===== src/verilog/sd_pkg.sv =====
// Sigma-delta front end definitions
package sd_pkg;

    // Output sequencer states
    // IDLE waits for the end of a window, WAIT_WINDOW lets the CIC results settle
    // for one cycle and captures them, SEND walks the channels over the stream
    typedef enum logic [1:0] {
        IDLE,
        SEND,
        WAIT_WINDOW
    } seq_state_t;

    // Field positions inside the 32-bit configuration word
    localparam int CFG_DIV_LSB = 0;
    localparam int CFG_DIV_MSB = 7;
    localparam int CFG_ENABLE_BIT = 8;

    // Register growth of a CIC filter fed with unsigned one-bit samples
    // The full-scale result is DECIMATION**ORDER, which needs one bit more
    // than ORDER times log2 of the ratio
    function automatic int cic_width(input int decimation, input int order);
        return order * $clog2(decimation) + 1;
    endfunction

    // Width of a channel index, never less than one bit
    function automatic int dest_width(input int n_channels);
        int w;
        w = $clog2(n_channels);
        if (w < 1) begin
            w = 1;
        end
        return w;
    endfunction

endpackage

===== src/verilog/sigma_delta_processor.sv =====
// Multichannel sigma-delta front end
`timescale 1ns/1ps

module sigma_delta_processor import sd_pkg::*; #(
    parameter int N_CHANNELS = 4,
    parameter int DECIMATION = 64,
    parameter int ORDER = 2,
    localparam int W = cic_width(DECIMATION, ORDER),
    localparam int DEST_W = dest_width(N_CHANNELS)
) (
    input  logic                  clk,
    input  logic                  rst_n,
    input  logic [N_CHANNELS-1:0] data_in,
    output logic                  sd_clk,
    input  logic                  cfg_valid,
    output logic                  cfg_ready,
    input  logic [31:0]           cfg_data,
    output logic                  out_valid,
    input  logic                  out_ready,
    output logic [31:0]           out_data,
    output logic [DEST_W-1:0]     out_dest,
    output logic                  overrun
);

    // Only the divisor and enable fields of the word are kept
    logic [CFG_ENABLE_BIT:0]   cfg_word;
    logic                      cfg_write;
    logic                      enable;
    logic [7:0]                divisor;
    logic                      sample_tick;
    logic                      window_tick;
    logic [N_CHANNELS*W-1:0]   results;

    // Configuration port
    // Every write is taken at once, and the overrun clear follows a cycle later
    always_ff @(posedge clk) begin
        if (!rst_n) begin
            cfg_ready <= 1'b0;
            cfg_write <= 1'b0;
            cfg_word  <= '0;
        end else begin
            cfg_ready <= 1'b1;
            cfg_write <= cfg_valid && cfg_ready;
            if (cfg_valid && cfg_ready) begin
                cfg_word <= cfg_data[CFG_ENABLE_BIT:0];
            end
        end
    end

    assign enable  = cfg_word[CFG_ENABLE_BIT];
    assign divisor = cfg_word[CFG_DIV_MSB:CFG_DIV_LSB];

    sd_clock_divider #(
        .DECIMATION(DECIMATION)
    ) clock_divider_inst (
        .clk(clk),
        .rst_n(rst_n),
        .enable(enable),
        .divisor(divisor),
        .sd_clk(sd_clk),
        .sample_tick(sample_tick),
        .window_tick(window_tick)
    );

    // One decimator per modulator, all sharing the same ticks
    for (genvar i = 0; i < N_CHANNELS; i++) begin : g_channel
        cic_decimator #(
            .DECIMATION(DECIMATION),
            .ORDER(ORDER)
        ) cic_inst (
            .clk(clk),
            .rst_n(rst_n),
            .bit_in(data_in[i]),
            .sample_tick(sample_tick),
            .window_tick(window_tick),
            .result(results[i*W +: W])
        );
    end

    output_sequencer #(
        .N_CHANNELS(N_CHANNELS),
        .DECIMATION(DECIMATION),
        .ORDER(ORDER)
    ) sequencer_inst (
        .clk(clk),
        .rst_n(rst_n),
        .enable(enable),
        .window_tick(window_tick),
        .results(results),
        .cfg_write(cfg_write),
        .out_valid(out_valid),
        .out_ready(out_ready),
        .out_data(out_data),
        .out_dest(out_dest),
        .overrun(overrun)
    );

endmodule


===== src/verilog/output_sequencer.sv =====
// Window result sequencer
`timescale 1ns/1ps

module output_sequencer import sd_pkg::*; #(
    parameter int N_CHANNELS = 4,
    parameter int DECIMATION = 64,
    parameter int ORDER = 2,
    localparam int W = cic_width(DECIMATION, ORDER),
    localparam int DEST_W = dest_width(N_CHANNELS)
) (
    input  logic                  clk,
    input  logic                  rst_n,
    input  logic                  enable,
    input  logic                  window_tick,
    input  logic [N_CHANNELS*W-1:0] results,
    input  logic                  cfg_write,
    output logic                  out_valid,
    input  logic                  out_ready,
    output logic [31:0]           out_data,
    output logic [DEST_W-1:0]     out_dest,
    output logic                  overrun
);

    localparam logic [DEST_W-1:0] LAST_CH = DEST_W'(N_CHANNELS - 1);

    seq_state_t        state;
    logic [DEST_W-1:0] ch_idx;

    // One captured result per channel, held while the beats go out
    logic [W-1:0] hold [N_CHANNELS];

    always_ff @(posedge clk) begin
        if (!rst_n) begin
            state   <= IDLE;
            ch_idx  <= '0;
            overrun <= 1'b0;
        end else begin
            case (state)
                IDLE: begin
                    if (enable && window_tick) begin
                        state <= WAIT_WINDOW;
                    end
                end
                // The decimators present the new results in this cycle
                WAIT_WINDOW: begin
                    state <= SEND;
                end
                SEND: begin
                    if (out_ready) begin
                        if (ch_idx == LAST_CH) begin
                            ch_idx <= '0;
                            state  <= IDLE;
                        end else begin
                            ch_idx <= ch_idx + 1'b1;
                        end
                    end
                end
                default: begin
                    state <= IDLE;
                end
            endcase
            // A window closing while beats are pending is lost
            // The flag stays up until software writes the configuration again,
            // and a loss in the same cycle as the write wins
            if (window_tick && state != IDLE) begin
                overrun <= 1'b1;
            end else if (cfg_write) begin
                overrun <= 1'b0;
            end
        end
    end

    // Capture all channels in one cycle, so a window is never mixed with the next
    always_ff @(posedge clk) begin
        if (state == WAIT_WINDOW) begin
            for (int i = 0; i < N_CHANNELS; i++) begin
                hold[i] <= results[i*W +: W];
            end
        end
    end

    // The beat comes straight from registers and holds until the transfer
    assign out_valid = (state == SEND);
    assign out_data  = 32'(hold[ch_idx]);
    assign out_dest  = ch_idx;

endmodule


===== src/verilog/cic_decimator.sv =====
// CIC decimation filter for one channel
`timescale 1ns/1ps

module cic_decimator import sd_pkg::*; #(
    parameter int DECIMATION = 64,
    parameter int ORDER = 2,
    localparam int W = cic_width(DECIMATION, ORDER)
) (
    input  logic         clk,
    input  logic         rst_n,
    input  logic         bit_in,
    input  logic         sample_tick,
    input  logic         window_tick,
    output logic [W-1:0] result
);

    // Integrator registers, stage 0 takes the raw bitstream
    logic [W-1:0] integ [ORDER];

    // Comb delay registers hold each stage input from the previous window
    logic [W-1:0] comb_dly [ORDER];

    // Combinational comb chain, stage j feeds stage j+1
    logic [W-1:0] comb_in [ORDER+1];

    // Integrators
    // Each stage adds the old value of the stage before it, which gives one
    // sample of pipeline delay per stage and keeps the adder path short
    // The sums wrap modulo 2**W, and the comb differences undo the wrap
    always_ff @(posedge clk) begin
        if (!rst_n) begin
            for (int j = 0; j < ORDER; j++) begin
                integ[j] <= '0;
            end
        end else if (sample_tick) begin
            integ[0] <= integ[0] + W'(bit_in);
            for (int j = 1; j < ORDER; j++) begin
                integ[j] <= integ[j] + integ[j-1];
            end
        end
    end

    // Combs
    // The chain runs at the decimated rate with a differential delay of one window
    always_comb begin
        comb_in[0] = integ[ORDER-1];
        for (int j = 0; j < ORDER; j++) begin
            comb_in[j+1] = comb_in[j] - comb_dly[j];
        end
    end

    // Window end
    // The delays take this window's stage inputs and the output register
    // takes the last difference, so result is valid one cycle after window_tick
    always_ff @(posedge clk) begin
        if (!rst_n) begin
            for (int j = 0; j < ORDER; j++) begin
                comb_dly[j] <= '0;
            end
            result <= '0;
        end else if (window_tick) begin
            for (int j = 0; j < ORDER; j++) begin
                comb_dly[j] <= comb_in[j];
            end
            result <= comb_in[ORDER];
        end
    end

    // A periodic input with k ones per window settles at k * DECIMATION**(ORDER-1)
    // once ORDER full windows have passed through the chain
    // That value fits W bits even for a stream of all ones

endmodule


===== src/verilog/sd_clock_divider.sv =====
// Modulator clock divider
`timescale 1ns/1ps

module sd_clock_divider #(
    parameter int DECIMATION = 64
) (
    input  logic       clk,
    input  logic       rst_n,
    input  logic       enable,
    input  logic [7:0] divisor,
    output logic       sd_clk,
    output logic       sample_tick,
    output logic       window_tick
);

    localparam int SAMPLE_W = (DECIMATION > 1) ? $clog2(DECIMATION) : 1;
    localparam logic [SAMPLE_W-1:0] LAST_SAMPLE = SAMPLE_W'(DECIMATION - 1);

    logic [7:0]          half_cnt;
    logic [SAMPLE_W-1:0] sample_cnt;
    logic                half_done;
    logic                rising;

    // A greater-or-equal compare keeps the counter from running
    // through 255 when the divisor shrinks in the middle of a half period
    assign half_done = (half_cnt >= divisor);

    // sd_clk goes high at the edge that closes a low half period
    assign rising = half_done && !sd_clk;

    always_ff @(posedge clk) begin
        if (!rst_n || !enable) begin
            // Both counters restart so the first window lines up with enable
            half_cnt    <= '0;
            sample_cnt  <= '0;
            sd_clk      <= 1'b0;
            sample_tick <= 1'b0;
            window_tick <= 1'b0;
        end else begin
            if (half_done) begin
                half_cnt <= '0;
                sd_clk   <= ~sd_clk;
            end else begin
                half_cnt <= half_cnt + 8'd1;
            end
            // Registered together with sd_clk, so the tick shares its first high cycle
            sample_tick <= rising;
            window_tick <= rising && (sample_cnt == LAST_SAMPLE);
            if (rising) begin
                if (sample_cnt == LAST_SAMPLE) begin
                    sample_cnt <= '0;
                end else begin
                    sample_cnt <= sample_cnt + 1'b1;
                end
            end
        end
    end

endmodule


===== config.mk =====
export PLATFORM = sky130hd
export DESIGN_NAME = sigma_delta_processor
export DESIGN_NICKNAME = d
export VERILOG_FILES = /design/src/verilog/sd_pkg.sv /design/src/verilog/sigma_delta_processor.sv /design/src/verilog/output_sequencer.sv /design/src/verilog/cic_decimator.sv /design/src/verilog/sd_clock_divider.sv
export SDC_FILE = /design/constraint.sdc
export NUM_CORES = 1
export LEC_CHECK = 0
export BUFFER_PORTS_ARGS = -buffer_cell sky130_fd_sc_hd__buf_2
export CAP_MARGIN = 20
export CORE_MARGIN = 2
export CORE_UTILIZATION = 25
export DETAILED_ROUTE_END_ITERATION = 16
export GPL_TIMING_DRIVEN = 0
export PLACE_DENSITY = 0.47
export SLEW_MARGIN = 20
export SYNTH_ARGS = -nofsm -noshare
export SYNTH_HDL_FRONTEND = slang
export SYNTH_SLANG_ARGS = --single-unit

===== constraint.sdc =====
create_clock -name clk -period 3.6 [get_ports clk]
set_clock_uncertainty 0.05 [all_clocks]
set_input_delay 0.36 -clock clk [delete_from_list [all_inputs] [get_ports clk]]
set_output_delay 0.36 -clock clk [all_outputs]
set_load 0.02 [all_outputs]

After elaboration in Yosys (flattened, before gate mapping)
Memories as Yosys holds them, arrays and structs flattened. A register that Yosys moved wholly into a read port is not among the register bits.
Cells that the tools add are included.
W data, S select, Z words.
{"block": "word_totals", "mem_bits_rw": 260, "in_bits": 40, "ff_bits": 85, "n_memories": 9}
{"memory": "sequencer_inst.hold", "words": 4, "word_bits": 13, "read_ports": 1, "rd_ports_with_merged_regs": 1, "wr": 4, "line": "output_sequencer.sv:30", "source": "logic [W-1:0] hold [N_CHANNELS];"}
{"memory": "g_channel[0].cic_inst.comb_dly", "words": 2, "word_bits": 13, "read_ports": 2, "rd_ports_with_merged_regs": 0, "wr": 2, "line": "cic_decimator.sv:21", "source": "logic [W-1:0] comb_dly [ORDER];"}
{"memory": "g_channel[0].cic_inst.integ", "words": 2, "word_bits": 13, "read_ports": 2, "rd_ports_with_merged_regs": 0, "wr": 2, "line": "cic_decimator.sv:18", "source": "logic [W-1:0] integ [ORDER];"}
{"memory": "g_channel[1].cic_inst.comb_dly", "words": 2, "word_bits": 13, "read_ports": 2, "rd_ports_with_merged_regs": 0, "wr": 2, "line": "cic_decimator.sv:21"}
{"memory": "g_channel[1].cic_inst.integ", "words": 2, "word_bits": 13, "read_ports": 2, "rd_ports_with_merged_regs": 0, "wr": 2, "line": "cic_decimator.sv:18"}
{"memory": "g_channel[2].cic_inst.comb_dly", "words": 2, "word_bits": 13, "read_ports": 2, "rd_ports_with_merged_regs": 0, "wr": 2, "line": "cic_decimator.sv:21"}
{"memory": "3 more memories"}
{"block": "classes", "n_addsub": 19, "n_eq_ne": 7, "n_bitwise": 17, "n_reduce_logical": 15, "muxes": 36, "n_lt_le_gt_ge": 1}
{"operator": "$mux W13", "count": 16}
{"operator": "$sub A13 B13 Y13", "count": 8}
{"operator": "$add A13 B1 Y13", "count": 4}
{"operator": "$add A13 B13 Y13", "count": 4}
{"operator": "$or A1 B1 Y1", "count": 16}
{"operator": "$mux W1", "count": 12}
{"operator": "$mux W2", "count": 6}
{"operator": "$add A8 B1 Y8 const B", "count": 1}
{"operator": "$ge A8 B8 Y1", "count": 1}
{"operator": "$add A6 B1 Y6 const B", "count": 1}
{"operator": "$eq A6 B6 Y1 const B", "count": 1}
{"operator": "$mux W6", "count": 1}
{"operator": "$ne A2 B1 Y1 const B", "count": 3}
{"operator": "$pmux W2 S3", "count": 1}
{"operator": "$logic_and A1 B1 Y1", "count": 5}
{"operator": "$eq A2 B2 Y1 const B", "count": 2}
{"operator": "$reduce_bool A2 Y1", "count": 2}
{"operator": "$logic_not A1 Y1", "count": 3}
{"operator": "$reduce_and A3 Y1", "count": 1}
{"operator": "$add A2 B1 Y2 const B", "count": 1}
{"operator": "$eq A2 B1 Y1 const B", "count": 1}
{"operator": "$logic_not A2 Y1", "count": 1}
{"operator": "$reduce_and A2 Y1", "count": 1}
{"operator": "$reduce_or A2 Y1", "count": 1}
{"operator": "2 further kinds", "count": 2}

Logic depth before layout (Yosys ltp)
Gate-level depths: netlist of run 1.
{"block": "logic_depth", "word_depth": 4, "ltp_mapped": 17, "mapped_depth_nobuf": 17}

By module
From an unflattened synthesis of run 1, not the netlist that was laid out.
{"block": "hier_totals", "cells_unflattened": 1926, "area_unflattened_um2": 20377.0}
{"mod": "cic_decimator at g_channel[1].cic_inst ...", "area_per_inst_um2": 4182.8, "n_inst": 2, "seq_area_each_um2": 1821.7, "cells_each": 418}
{"mod": "cic_decimator at g_channel[3].cic_inst", "area_per_inst_um2": 4187.8, "n_inst": 1, "seq_area_each_um2": 1821.7, "cells_each": 410}
{"mod": "cic_decimator at g_channel[0].cic_inst", "area_per_inst_um2": 4169.0, "n_inst": 1, "seq_area_each_um2": 1821.7, "cells_each": 411}
{"mod": "output_sequencer", "area_per_inst_um2": 2275.9, "n_inst": 1, "seq_area_each_um2": 1701.6, "cells_each": 113}
{"mod": "sd_clock_divider", "area_per_inst_um2": 968.4, "n_inst": 1, "seq_area_each_um2": 340.3, "cells_each": 111}
{"mod": "sigma_delta_processor", "area_per_inst_um2": 410.4, "n_inst": 1, "seq_area_each_um2": 220.2, "cells_each": 45}

Least setup slack after synthesis of run 1
Ideal clock, no wire load.
{"block": "synth_path", "path_type": "input to register", "startpoint": "input port rst_n", "endpoint": "memory g_channel[0].cic_inst.integ[0][0] (netlist name), enable pin", "slack_ps": -4, "t_required_ps": 3069, "t_arrival_ps": 3073, "stages": 3, "cell_sequence": "clkbuf_1 -> clkbuf_1 -> nand2b_1"}
{"item": "start: declaration", "line": "sigma_delta_processor.sv:12", "source": "input logic rst_n,"}
{"item": "end: declaration", "line": "cic_decimator.sv:18"}

==> results, run 1 <==
- The synthesized netlist occupies a cell area of 0.02001 mm^2.
- The share of total power dissipated in combinational logic is 19.4%.
- The floorplan step set the die width to 286.9 um.
- The portion of total power attributed to sequential cells is 40.8%.
- Counting tap cells, the placed design contains a total of 2992 instances.
- The area growth from synthesis to final layout is 19.05%.
- The async set-or-reset flop fraction in the synthesized netlist is 0%.
- The worst register-to-register path ends at g_channel[3].cic_inst.result[12]$_SDFFE_PN0P_.
- The number of antenna diodes in the final layout is 0.
- For this run, global-route usage on met1 was measured as 15.44%.
- The total buffers and inverters traversed by the critical path is 2.
- The data arrival time at the worst-slack endpoint is 3.88 ns.
- The CTS buffer count is 41.
- For the worst-skew pair, the clock arrives at the later sink with an insertion delay of 0.58 ns.
- The share of total power dissipated in the clock network is 39.9%.
- The sum of negative setup slack is 0 ns.
- After detailed routing, the number of remaining DRC violations is 0.
- The via-per-instance ratio is 4.418.
- The number of core rows is 103.
- The final-stage net count is 2240.
- The final layout contains routed wiring with a total length of 47.68 mm.
- The power per unit of standard cell area is 463.8 mW/mm^2.
- Summing the sequential cell areas from Yosys gives 47.72% of the chip area.
- The final period utilization is 96.46%.
- The largest net degree at the start of global routing is 58.
- The deepest level of the CTS H-tree is 2.
- From bottom edge to top edge, the die measures 286.9 um.
- The die area is 0.08233 mm^2.
- The required time at the worst-slack endpoint is 4.01 ns.
- The path class of the tightest hold or removal check is primary input to register.
- STA classifies the critical path endpoint as a register.
- The critical path runs through a total of 15 cells.
- In this run the power spent charging and discharging nets is 3053 uW.
- The pin slew with the least headroom to its limit is 1.021 ns.
- In this run the deepest clock path goes through 3 buffers.
- The leakage power total is 0.009384 uW.
- The TritonCTS clock tree is done.
- The run finished with clean final reports.
- The signal on the critical path passes through inv_1, ha_1, nor2b_1, o21ai_2, a21oi_1, a2111oi_2, o21bai_1, buf_4, a31oi_2, xnor2_1, ha_1, a2111oi_4, a21oi_2, xnor3_1, a21oi_1.
- The flop and latch count out of synthesis is 347.
- The worst pin sits at a relative slew slack of 31.94%.
- The cell area after placement is 0.02173 mm^2.
- Across every metal layer, demand over resource in global routing totals 11.40%.
- The clock-pin transition on the worst setup and hold timing paths is 0.06 ns.
- The last weighted congestion value of the routability-driven placer is 0.8050.
- The synthesized design devotes to its leading area cell type 39.01% of total area.
- Setup repair after global routing could not meet its margin everywhere.
- The library cell with the largest summed area after synthesis is sky130_fd_sc_hd__edfxtp_1.
- The final non-filler cell area is 0.02382 mm^2.
- The via count of the first global-routing pass is 13330.
- The master cell of the clock root buffer is sky130_fd_sc_hd__clkbuf_16.
- The maximum frequency from static timing analysis is 288.0 MHz.
- The critical-path maximum fanout is 5.
- The count of final max-slew check failures is 0.
- Port buffering added 35 buffers.
- In the final routed layout, each cell accounts on average for 15.35 um.
- Registers take 0.009549 mm^2.
- The number of antenna violations at the first check in global routing is 0.
- In the post-synthesis netlist, the biggest area contributors are sky130_fd_sc_hd__edfxtp_1 39%, sky130_fd_sc_hd__ha_1 10%, sky130_fd_sc_hd__dfxtp_1 8.7%.
- The non-filler instance count after layout is 3107.
- The number of I/O pins is 78.
- The final hold violation count came to 0.
- Net switching is 27.63% of the power.
- The synthesized netlist contains 69 unique library cells.
- In the global route stage, met3 resource usage came out at 1.500%.
- The remaining antenna violation count is 0.
- STA classifies the critical path startpoint as a register.
- The count of filler cells inserted in the layout is 8169.
- On the final layout, the worst hold slack is 0.06157 ns.
- Summing all multi-input logic gate instances after layout gives 0.009937 mm^2.
- After legalization and detailed placement, the total HPWL measured 35.02 mm.
- The internal power of the cells is 7996 uW.
- On the worst path, the slowest cell contributes a delay of 0.42 ns.
- The setup path with the least slack is of type register to register.
- The Yosys step of the flow raised 0 warnings.
- The capture point of the worst path is g_channel[3].cic_inst.result[12]$_SDFFE_PN0P_.
- The number of maximum-capacitance violations is 0.
- Sorting the synthesized cells by how often they occur yields 260 x sky130_fd_sc_hd__edfxtp_1, 163 x sky130_fd_sc_hd__ha_1, 158 x sky130_fd_sc_hd__nor2_1.
- The via count is 13730.
- The first global-routing pass estimated 74.94 mm of wire.
- The fraction of final layout cells sized beyond drive strength 1 is 11.72%.
- The floorplan step defined a core boundary enclosing 0.07913 mm^2.
- Clock tree synthesis found a total of 347 sinks.
- The library cell with the highest instance count after synthesis is sky130_fd_sc_hd__edfxtp_1.
- The detailed router finished its first iteration with 647 violations.
- The initial utilization of the core area, before any placement, comes to 25.29%.
- The launching element of the worst setup path is g_channel[3].cic_inst.comb_dly[0][1]$_SDFFCE_PN0P_.
- The highest-utilization routing layer at the global route stage is met2.
- On the critical path, the stage with the largest delay is an instance of sky130_fd_sc_hd__edfxtp_1.
- Global routing finished with a remaining overflow of 0.
- The family with the most delay on the worst path is compound AO/OA/AOI/OAI gates.
- Subtracting the final worst setup slack from the clock period gives 3.472 ns.
- The number of synthesized flops with an enable pin is 260.
- For the worst flop-to-flop path, the logic depth is 15.
- The internal reg-to-reg setup slack is 0.13 ns.
- The highest ir drop seen on vdd is 0.3028 mV.
- Each instance of the synthesized netlist takes up on average 10.62 um^2.
- The startpoint identified for the worst register-to-register timing path is g_channel[3].cic_inst.comb_dly[0][1]$_SDFFCE_PN0P_.
- Global routing used 19.06% of the available met2 tracks.
- The dominant register cell in the synthesized netlist is sky130_fd_sc_hd__edfxtp_1.
- The number of iterations in the first detailed-routing pass is 5.
- The cell count after synthesis came out at 1884.
- Setup violations remaining at the end of the flow were counted as 0.
-- cells by family after synthesis --
family	synth area share, %
AOI/OAI and AO/OA	11.39
xor gates and xnor gates	7.121
adders and majority gates	11.39
buffers and inverters	4.764
DFF	47.72
muxes	2.714
other	0.01874
and+or+nand+nor	14.89
-- flip-flops by register name, indices dropped and copies added, names as in the netlist, named ones only --
name                            count
cfg_write                           1
clock_divider_inst.sd_clk           1
g_channel.cic_inst.integ          104
sequencer_inst.out_dest             2
sequencer_inst.hold                52
g_channel.cic_inst.result          52
clock_divider_inst.sample_cnt       6
sequencer_inst.state                2
sequencer_inst.overrun              1
cfg_word                            9
g_channel.cic_inst.comb_dly       104
clock_divider_inst.window_tick      1
clock_divider_inst.sample_tick      1
clock_divider_inst.half_cnt         8
cfg_ready                           1
-- placed cells by master, fill, tap and decap left out, types with 6 or more instances in the layout --
master,count
sky130_fd_sc_hd__dlygate4sd3_1,11
sky130_fd_sc_hd__mux4_2,13
sky130_fd_sc_hd__dfxtp_1,87
sky130_fd_sc_hd__ha_1,157
sky130_fd_sc_hd__and2_1,50
sky130_fd_sc_hd__a21o_1,25
sky130_fd_sc_hd__a21oi_2,12
sky130_fd_sc_hd__o21bai_1,11
sky130_fd_sc_hd__clkinv_2,7
sky130_fd_sc_hd__or3_1,10
sky130_fd_sc_hd__o21ai_0,79
sky130_fd_sc_hd__bufinv_16,6
sky130_fd_sc_hd__edfxtp_1,260
sky130_fd_sc_hd__nand4_1,13
sky130_fd_sc_hd__nand2_1,105
sky130_fd_sc_hd__a21boi_0,17
sky130_fd_sc_hd__nor2b_1,44
sky130_fd_sc_hd__clkbuf_16,43
sky130_fd_sc_hd__nor2_1,157
sky130_fd_sc_hd__a211oi_1,11
sky130_fd_sc_hd__conb_1,19
sky130_fd_sc_hd__xnor2_1,68
sky130_fd_sc_hd__o211ai_1,8
sky130_fd_sc_hd__buf_2,36
sky130_fd_sc_hd__nand3_1,42
sky130_fd_sc_hd__buf_4,48
sky130_fd_sc_hd__o21a_1,23
sky130_fd_sc_hd__clkbuf_1,55
sky130_fd_sc_hd__and3_1,78
sky130_fd_sc_hd__a21oi_1,75
sky130_fd_sc_hd__inv_1,153
sky130_fd_sc_hd__o211a_1,8
sky130_fd_sc_hd__fa_1,9
sky130_fd_sc_hd__nor3_1,27
sky130_fd_sc_hd__mux2i_1,25
sky130_fd_sc_hd__nand2b_1,24
sky130_fd_sc_hd__nor3b_1,6
sky130_fd_sc_hd__o31a_1,7
sky130_fd_sc_hd__xor2_1,82
-- per-stage QoR --
stage	total power [uW]	setup WS [ns]	util [%]
final	11050	0.1276	30.11
after global routing	11560	-0.04249	30.11
after CTS	11000	0.001460	29.51
after detailed placement	6508	-0.3063	27.46
after global placement	6484	-1.480	27.26
after floorplan	5992	0.1206	-
-- worst min path at each step --
stage                                                        startpoint                                   end  slack, ns  depth (start not counted)
after floorplan                                                   rst_n                     cfg_ready$_DFF_P_       0.34                          0
after global placement    g_channel[3].cic_inst.result[12]$_SDFFE_PN0P_  sequencer_inst.hold[3][12]$_DFFE_PN_       0.36                          0
after global routing                                          out_ready                              register       0.05                          3
after CTS                                                     out_ready                              register       0.03                          3
final                                                         out_ready                              register       0.06                          3
after detailed placement  g_channel[3].cic_inst.result[12]$_SDFFE_PN0P_  sequencer_inst.hold[3][12]$_DFFE_PN_       0.36                          0
-- final cells by class --
cell class	count	share of cell area (%)
Buffer	73	1.544
Clock buffer	51	4.727
Clock inverter	24	1.255
Inverter	156	2.479
Multi-Input combinational cell	1326	41.71
Sequential cell	347	40.08
Tap cell	1050	5.514
Timing Repair Buffer	80	2.689
-- layer usage --
layer | routed length, um | share of wire, %
met5 | 0 | 0
met2 | 22550 | 47
met3 | 1339 | 2.8
met1 | 22850 | 48
met4 | 942 | 2.0
-- power groups by stage --
stage               logic [uW]  registers, uW  clock network (uW)
finish                    2140           4510                4400
CTS                       1960           4510                4530
global route              2370           4520                4660
floorplan                 1430           4570                   0
global placement          1880           4600                   0
detailed placement        1910           4590                   0
-- tightest hold or removal path, delay by kind of cell --
kind                   cells  cell delay, ns
buffers and inverters      1            0.11
AO/OA/AOI/OAI              1            0.09
AND/OR/NAND/NOR            1            0.07
-- repair_timing --
item | in CTS | in global routing
setup buffers | 6 | 23
hold buffers | 11 | 0
endpoints found under the setup margin | 11 | 16
pin swaps | 14 | 47
endpoints found under the hold margin | 11 | 0
gates resized for setup | 15 | 65
Power figures use the tool's default switching activity.
==> run 2, diff against run 1 <==
--- a/config.mk
+++ b/config.mk
@@ -5,13 +5,14 @@
 export SDC_FILE = /design/constraint.sdc
 export NUM_CORES = 1
 export LEC_CHECK = 0
-export BUFFER_PORTS_ARGS = -buffer_cell sky130_fd_sc_hd__buf_2
 export CAP_MARGIN = 20
 export CORE_MARGIN = 2
-export CORE_UTILIZATION = 25
+export CORE_UTILIZATION = 45
 export DETAILED_ROUTE_END_ITERATION = 16
+export DONT_BUFFER_PORTS = 1
 export GPL_TIMING_DRIVEN = 0
-export PLACE_DENSITY = 0.47
+export MAX_ROUTING_LAYER = met4
+export PLACE_DENSITY = 0.69
 export SLEW_MARGIN = 20
 export SYNTH_ARGS = -nofsm -noshare
 export SYNTH_HDL_FRONTEND = slang
==> run 2 against run 1 <==
Register-to-register slack worse by 0.06 ns. Largest power group unchanged. Cell area down 4.1%. Core utilization up 22 points. Largest cell class unchanged. Fmax down 1.7%.
==> results, run 2 (synthesis results as in run 1) <==
- The run finished with clean final reports.
- The footprint of the flip-flops and latches is 0.009549 mm^2 (unchanged).
- The residual overflow from global routing is 0 (unchanged).
- The die area is 0.04617 mm^2 (-44%).
- The class of the tightest hold or removal check is primary input to register.
- The minimum clock period after layout is 3.534 ns (+0.06113 ns).
- The highest ir drop seen on vdd is 0.2720 mV (-10%).
- The critical path in this run is classified as register to register.
- The total detailed-routing wirelength was 43.36 mm (-9.1%).
- The portion of total power attributed to sequential cells is 42.6% (+1.8 points).
- The setup violation total in the final timing report is 0 (unchanged).
- The pin slew with the least headroom to its limit is 0.9990 ns (-0.02190 ns).
- The via count of the first global-routing pass was 13410 (+0.53%).
- The number of DRC markers in iteration 0 was 790 (+22%).
- The last weighted congestion value of the routability-driven placer is 0.8743 (+8.6%).
- The count of filler cells inserted in the layout came to 3754 (-54%).
- Setup repair after global routing could not meet its margin everywhere.
- The part of the total power dissipated in the clock network is 37.5% (-2.4 points).
- The area growth from synthesis to final layout is 14.16%.
- The deepest level of the CTS H-tree was 2 (unchanged).
- The final antenna diode count is 0 (unchanged).
- The utilization of the core after routing was 51.89% (+22 points).
- The switching power is 2870 uW (-6.0%).
- The leakage power total is 0.009173 uW (-2.3%).
- The portion of total power attributed to combinational logic was 19.8% (+0.4 points).
- The sum of negative setup slack is 0 ns (unchanged).
- The fraction of final layout cells sized beyond drive strength 1 came to 9.851% (-1.9 points).
- The area occupied by multi-input gates is 0.009834 mm^2 (-1.0%).
- The maximum frequency from static timing analysis is 283.0 MHz (-1.7%).
- The number of maximum-capacitance violations was 0 (unchanged).
- The half-perimeter wire length after detailed placement was 31.58 mm (-9.8%).
- The remaining antenna violation count is 0 (unchanged).
- The global-route wire length before repair is 69.13 mm (-7.8%).
- The CTS buffer count is 37 (-9.8%).
- The maximum count of clock buffers along a single path is 3 (unchanged).
- The count of final max-slew check failures is 0 (unchanged).
- The worst-path cell with the longest stage delay is sky130_fd_sc_hd__edfxtp_1.
- The largest net degree at the start of global routing was 88 (+52%).
- The smallest setup slack after layout is 0.06642 ns (-0.06113 ns).
- The number of I/O pins came to 78 (unchanged).
- Traced cell by cell, the critical path runs through inv_2, ha_4, inv_2, fa_2, a211oi_2, o21a_1, nor2_2, a21oi_2, o21ai_2, xor2_2, ha_1, a21o_1, a21oi_2, o21ai_2, xor2_1, xnor2_1, o21ai_1.
- The count of input and output buffers is 0 (-100%).
- The final-stage net count is 2206 (-1.5%).
- The number of antenna violations at the first check in global routing came to 2 (+2).
- The switching portion of total power is 27.14% (-0.49 points).
- The clock-pin transition on the worst setup and hold timing paths is 0.06 ns (about the same).
- The number of sinks on the clock net came to 347 (unchanged).
- The endpoint type of the worst setup path is a register.
- Leaving out fill and tap cells, the most frequent cell in the layout is sky130_fd_sc_hd__edfxtp_1.
- TritonCTS built the clock tree.
- The top cell types in the final layout, fill and taps aside, are 260 x sky130_fd_sc_hd__edfxtp_1, 157 x sky130_fd_sc_hd__nor2_1, 157 x sky130_fd_sc_hd__ha_1.
- The power per unit of standard cell area is 462.9 mW/mm^2 (-0.19%).
- The master cell of the clock root buffer is sky130_fd_sc_hd__clkbuf_16.
- The initial standard-cell utilization of the core is 45.45% (+20 points).
- The aggregate global-route resource usage is 19.03% (+7.6 points).
- The final period utilization is 98.15% (+1.7 points).
- The required time at the worst-slack endpoint is 3.93 ns (-0.08 ns).
- The chip height is 214.9 um (-25%).
- In the final layout, the registers with the most flip-flops are g_channel.cic_inst.comb_dly x104, g_channel.cic_inst.integ x104.
- The largest stage delay on the critical path is 0.42 ns (about the same).
- The kind of start point of the critical path is a register.
- The clock latency reported for the late side of the worst-skew pair came to 0.54 ns (-0.04 ns).
- The via count was 13800 (+0.51%).
- The data arrival time at the worst-slack endpoint came to 3.87 ns (about the same).
- The number of core rows is 77 (-25%).
- The final total power is 10570 uW (-4.3%).
- The final hold violation count came to 0 (unchanged).
- The worst slew slack as a fraction of its limit was 33.40% (+1.5 points).
- The post-detailed-route DRC marker count is 0 (unchanged).
- The total buffers and inverters traversed by the critical path is 2 (unchanged).
- The critical-path maximum fanout is 3 (-2).
- The via-per-instance ratio was 5.282 (+20%).
- The minimum setup slack after placement is -0.3585 ns (-0.05221 ns).
- The wire length per cell after detailed routing is 16.60 um (+8.2%).
- The internal power of the cells is 7705 uW (-3.6%).
- The core footprint is 0.04403 mm^2 (-44%).
- Broken down by cell family, the worst path's largest delay share belongs to compound AO/OA/AOI/OAI gates.
- The number of iterations in the first detailed-routing pass was 7 (+2).
- The die width is 214.9 um (-25%).
-- run 2: changes by cell type in the layout (fill, tap and decap cells not counted), moves of 3 or more --
cell / delta
sky130_fd_sc_hd__clkbuf_16: -3
sky130_fd_sc_hd__o21ai_0: -3
sky130_fd_sc_hd__buf_4: +5
sky130_fd_sc_hd__buf_2: -35
-- run 2: final timing paths --
kind	from	end	slack, ns	depth (start not counted)
setup reg to reg	g_channel[2].cic_inst.integ[0][13]$_SDFFCE_PN0P_	g_channel[2].cic_inst.result[12]$_SDFFE_PN0P_	0.07	17
hold / removal	out_ready	sequencer_inst.state[0]$_SDFFE_PN0P_	0.02	3
hold reg to reg	g_channel[0].cic_inst.result[12]$_SDFFE_PN0P_	sequencer_inst.hold[0][12]$_DFFE_PN_	0.38	0
setup / recovery	g_channel[2].cic_inst.integ[0][13]$_SDFFCE_PN0P_	g_channel[2].cic_inst.result[12]$_SDFFE_PN0P_	0.07	17
-- run 2: final cells by class --
class / instances / area share [%]
timing repair buffer: 50 / 2.125
inverter: 156 / 2.585
tap: 592 / 3.242
sequential: 347 / 41.80
clock inverter: 19 / 0.8818
multi-input combinational: 1326 / 43.05
buffer: 73 / 1.610
clock buffer: 49 / 4.705
-- run 2: repair_timing --
item	4_1_cts	5_1_grt
hold endpoints to repair	13	0
gates resized for setup	18	53
pin swaps	16	52
setup buffers	11	23
hold buffers	12	0
setup endpoints to repair	11	17
-- run 2: metrics by stage --
| step | area, um^2 | hold slack, ns | std cells |
|---|---|---|---|
| final | 22840 | 0.02216 | 2612 |
| after global routing | 22840 | 0.04335 | 2612 |
| after CTS | 22480 | 0.005896 | 2589 |
| after detailed placement | 20950 | 0.3379 | 2498 |
| after global placement | 20820 | 0.3378 | 2494 |
| after floorplan | 20080 | 0.3377 | 1902 |
-- run 2: power groups by stage --
stage          clock network, uW  logic (uW)  registers (uW)
3_3_place_gp                   0        1800            4600
2_1_floorplan                  0        1430            4570
5_1_grt                     4190        2310            4520
6_report                    3970        2100            4510
4_1_cts                     4030        1930            4510
3_5_place_dp                   0        1860            4590
-- run 2: worst min-delay path, delay by kind of cell --
family           cells  cell delay (ns)
AO/OA/AOI/OAI        1             0.07
AND/OR/NAND/NOR      2             0.15
-- run 2: per-layer routing --
layer  part of all wire [%]  global-route usage, %  vias up
met5                      0                      -        -
met1                     45                  23.95     6575
li1                       -                      -     6909
met3                    4.0                  2.265       56
met2                     49                  32.56      256
met4                    2.2                  4.977        0
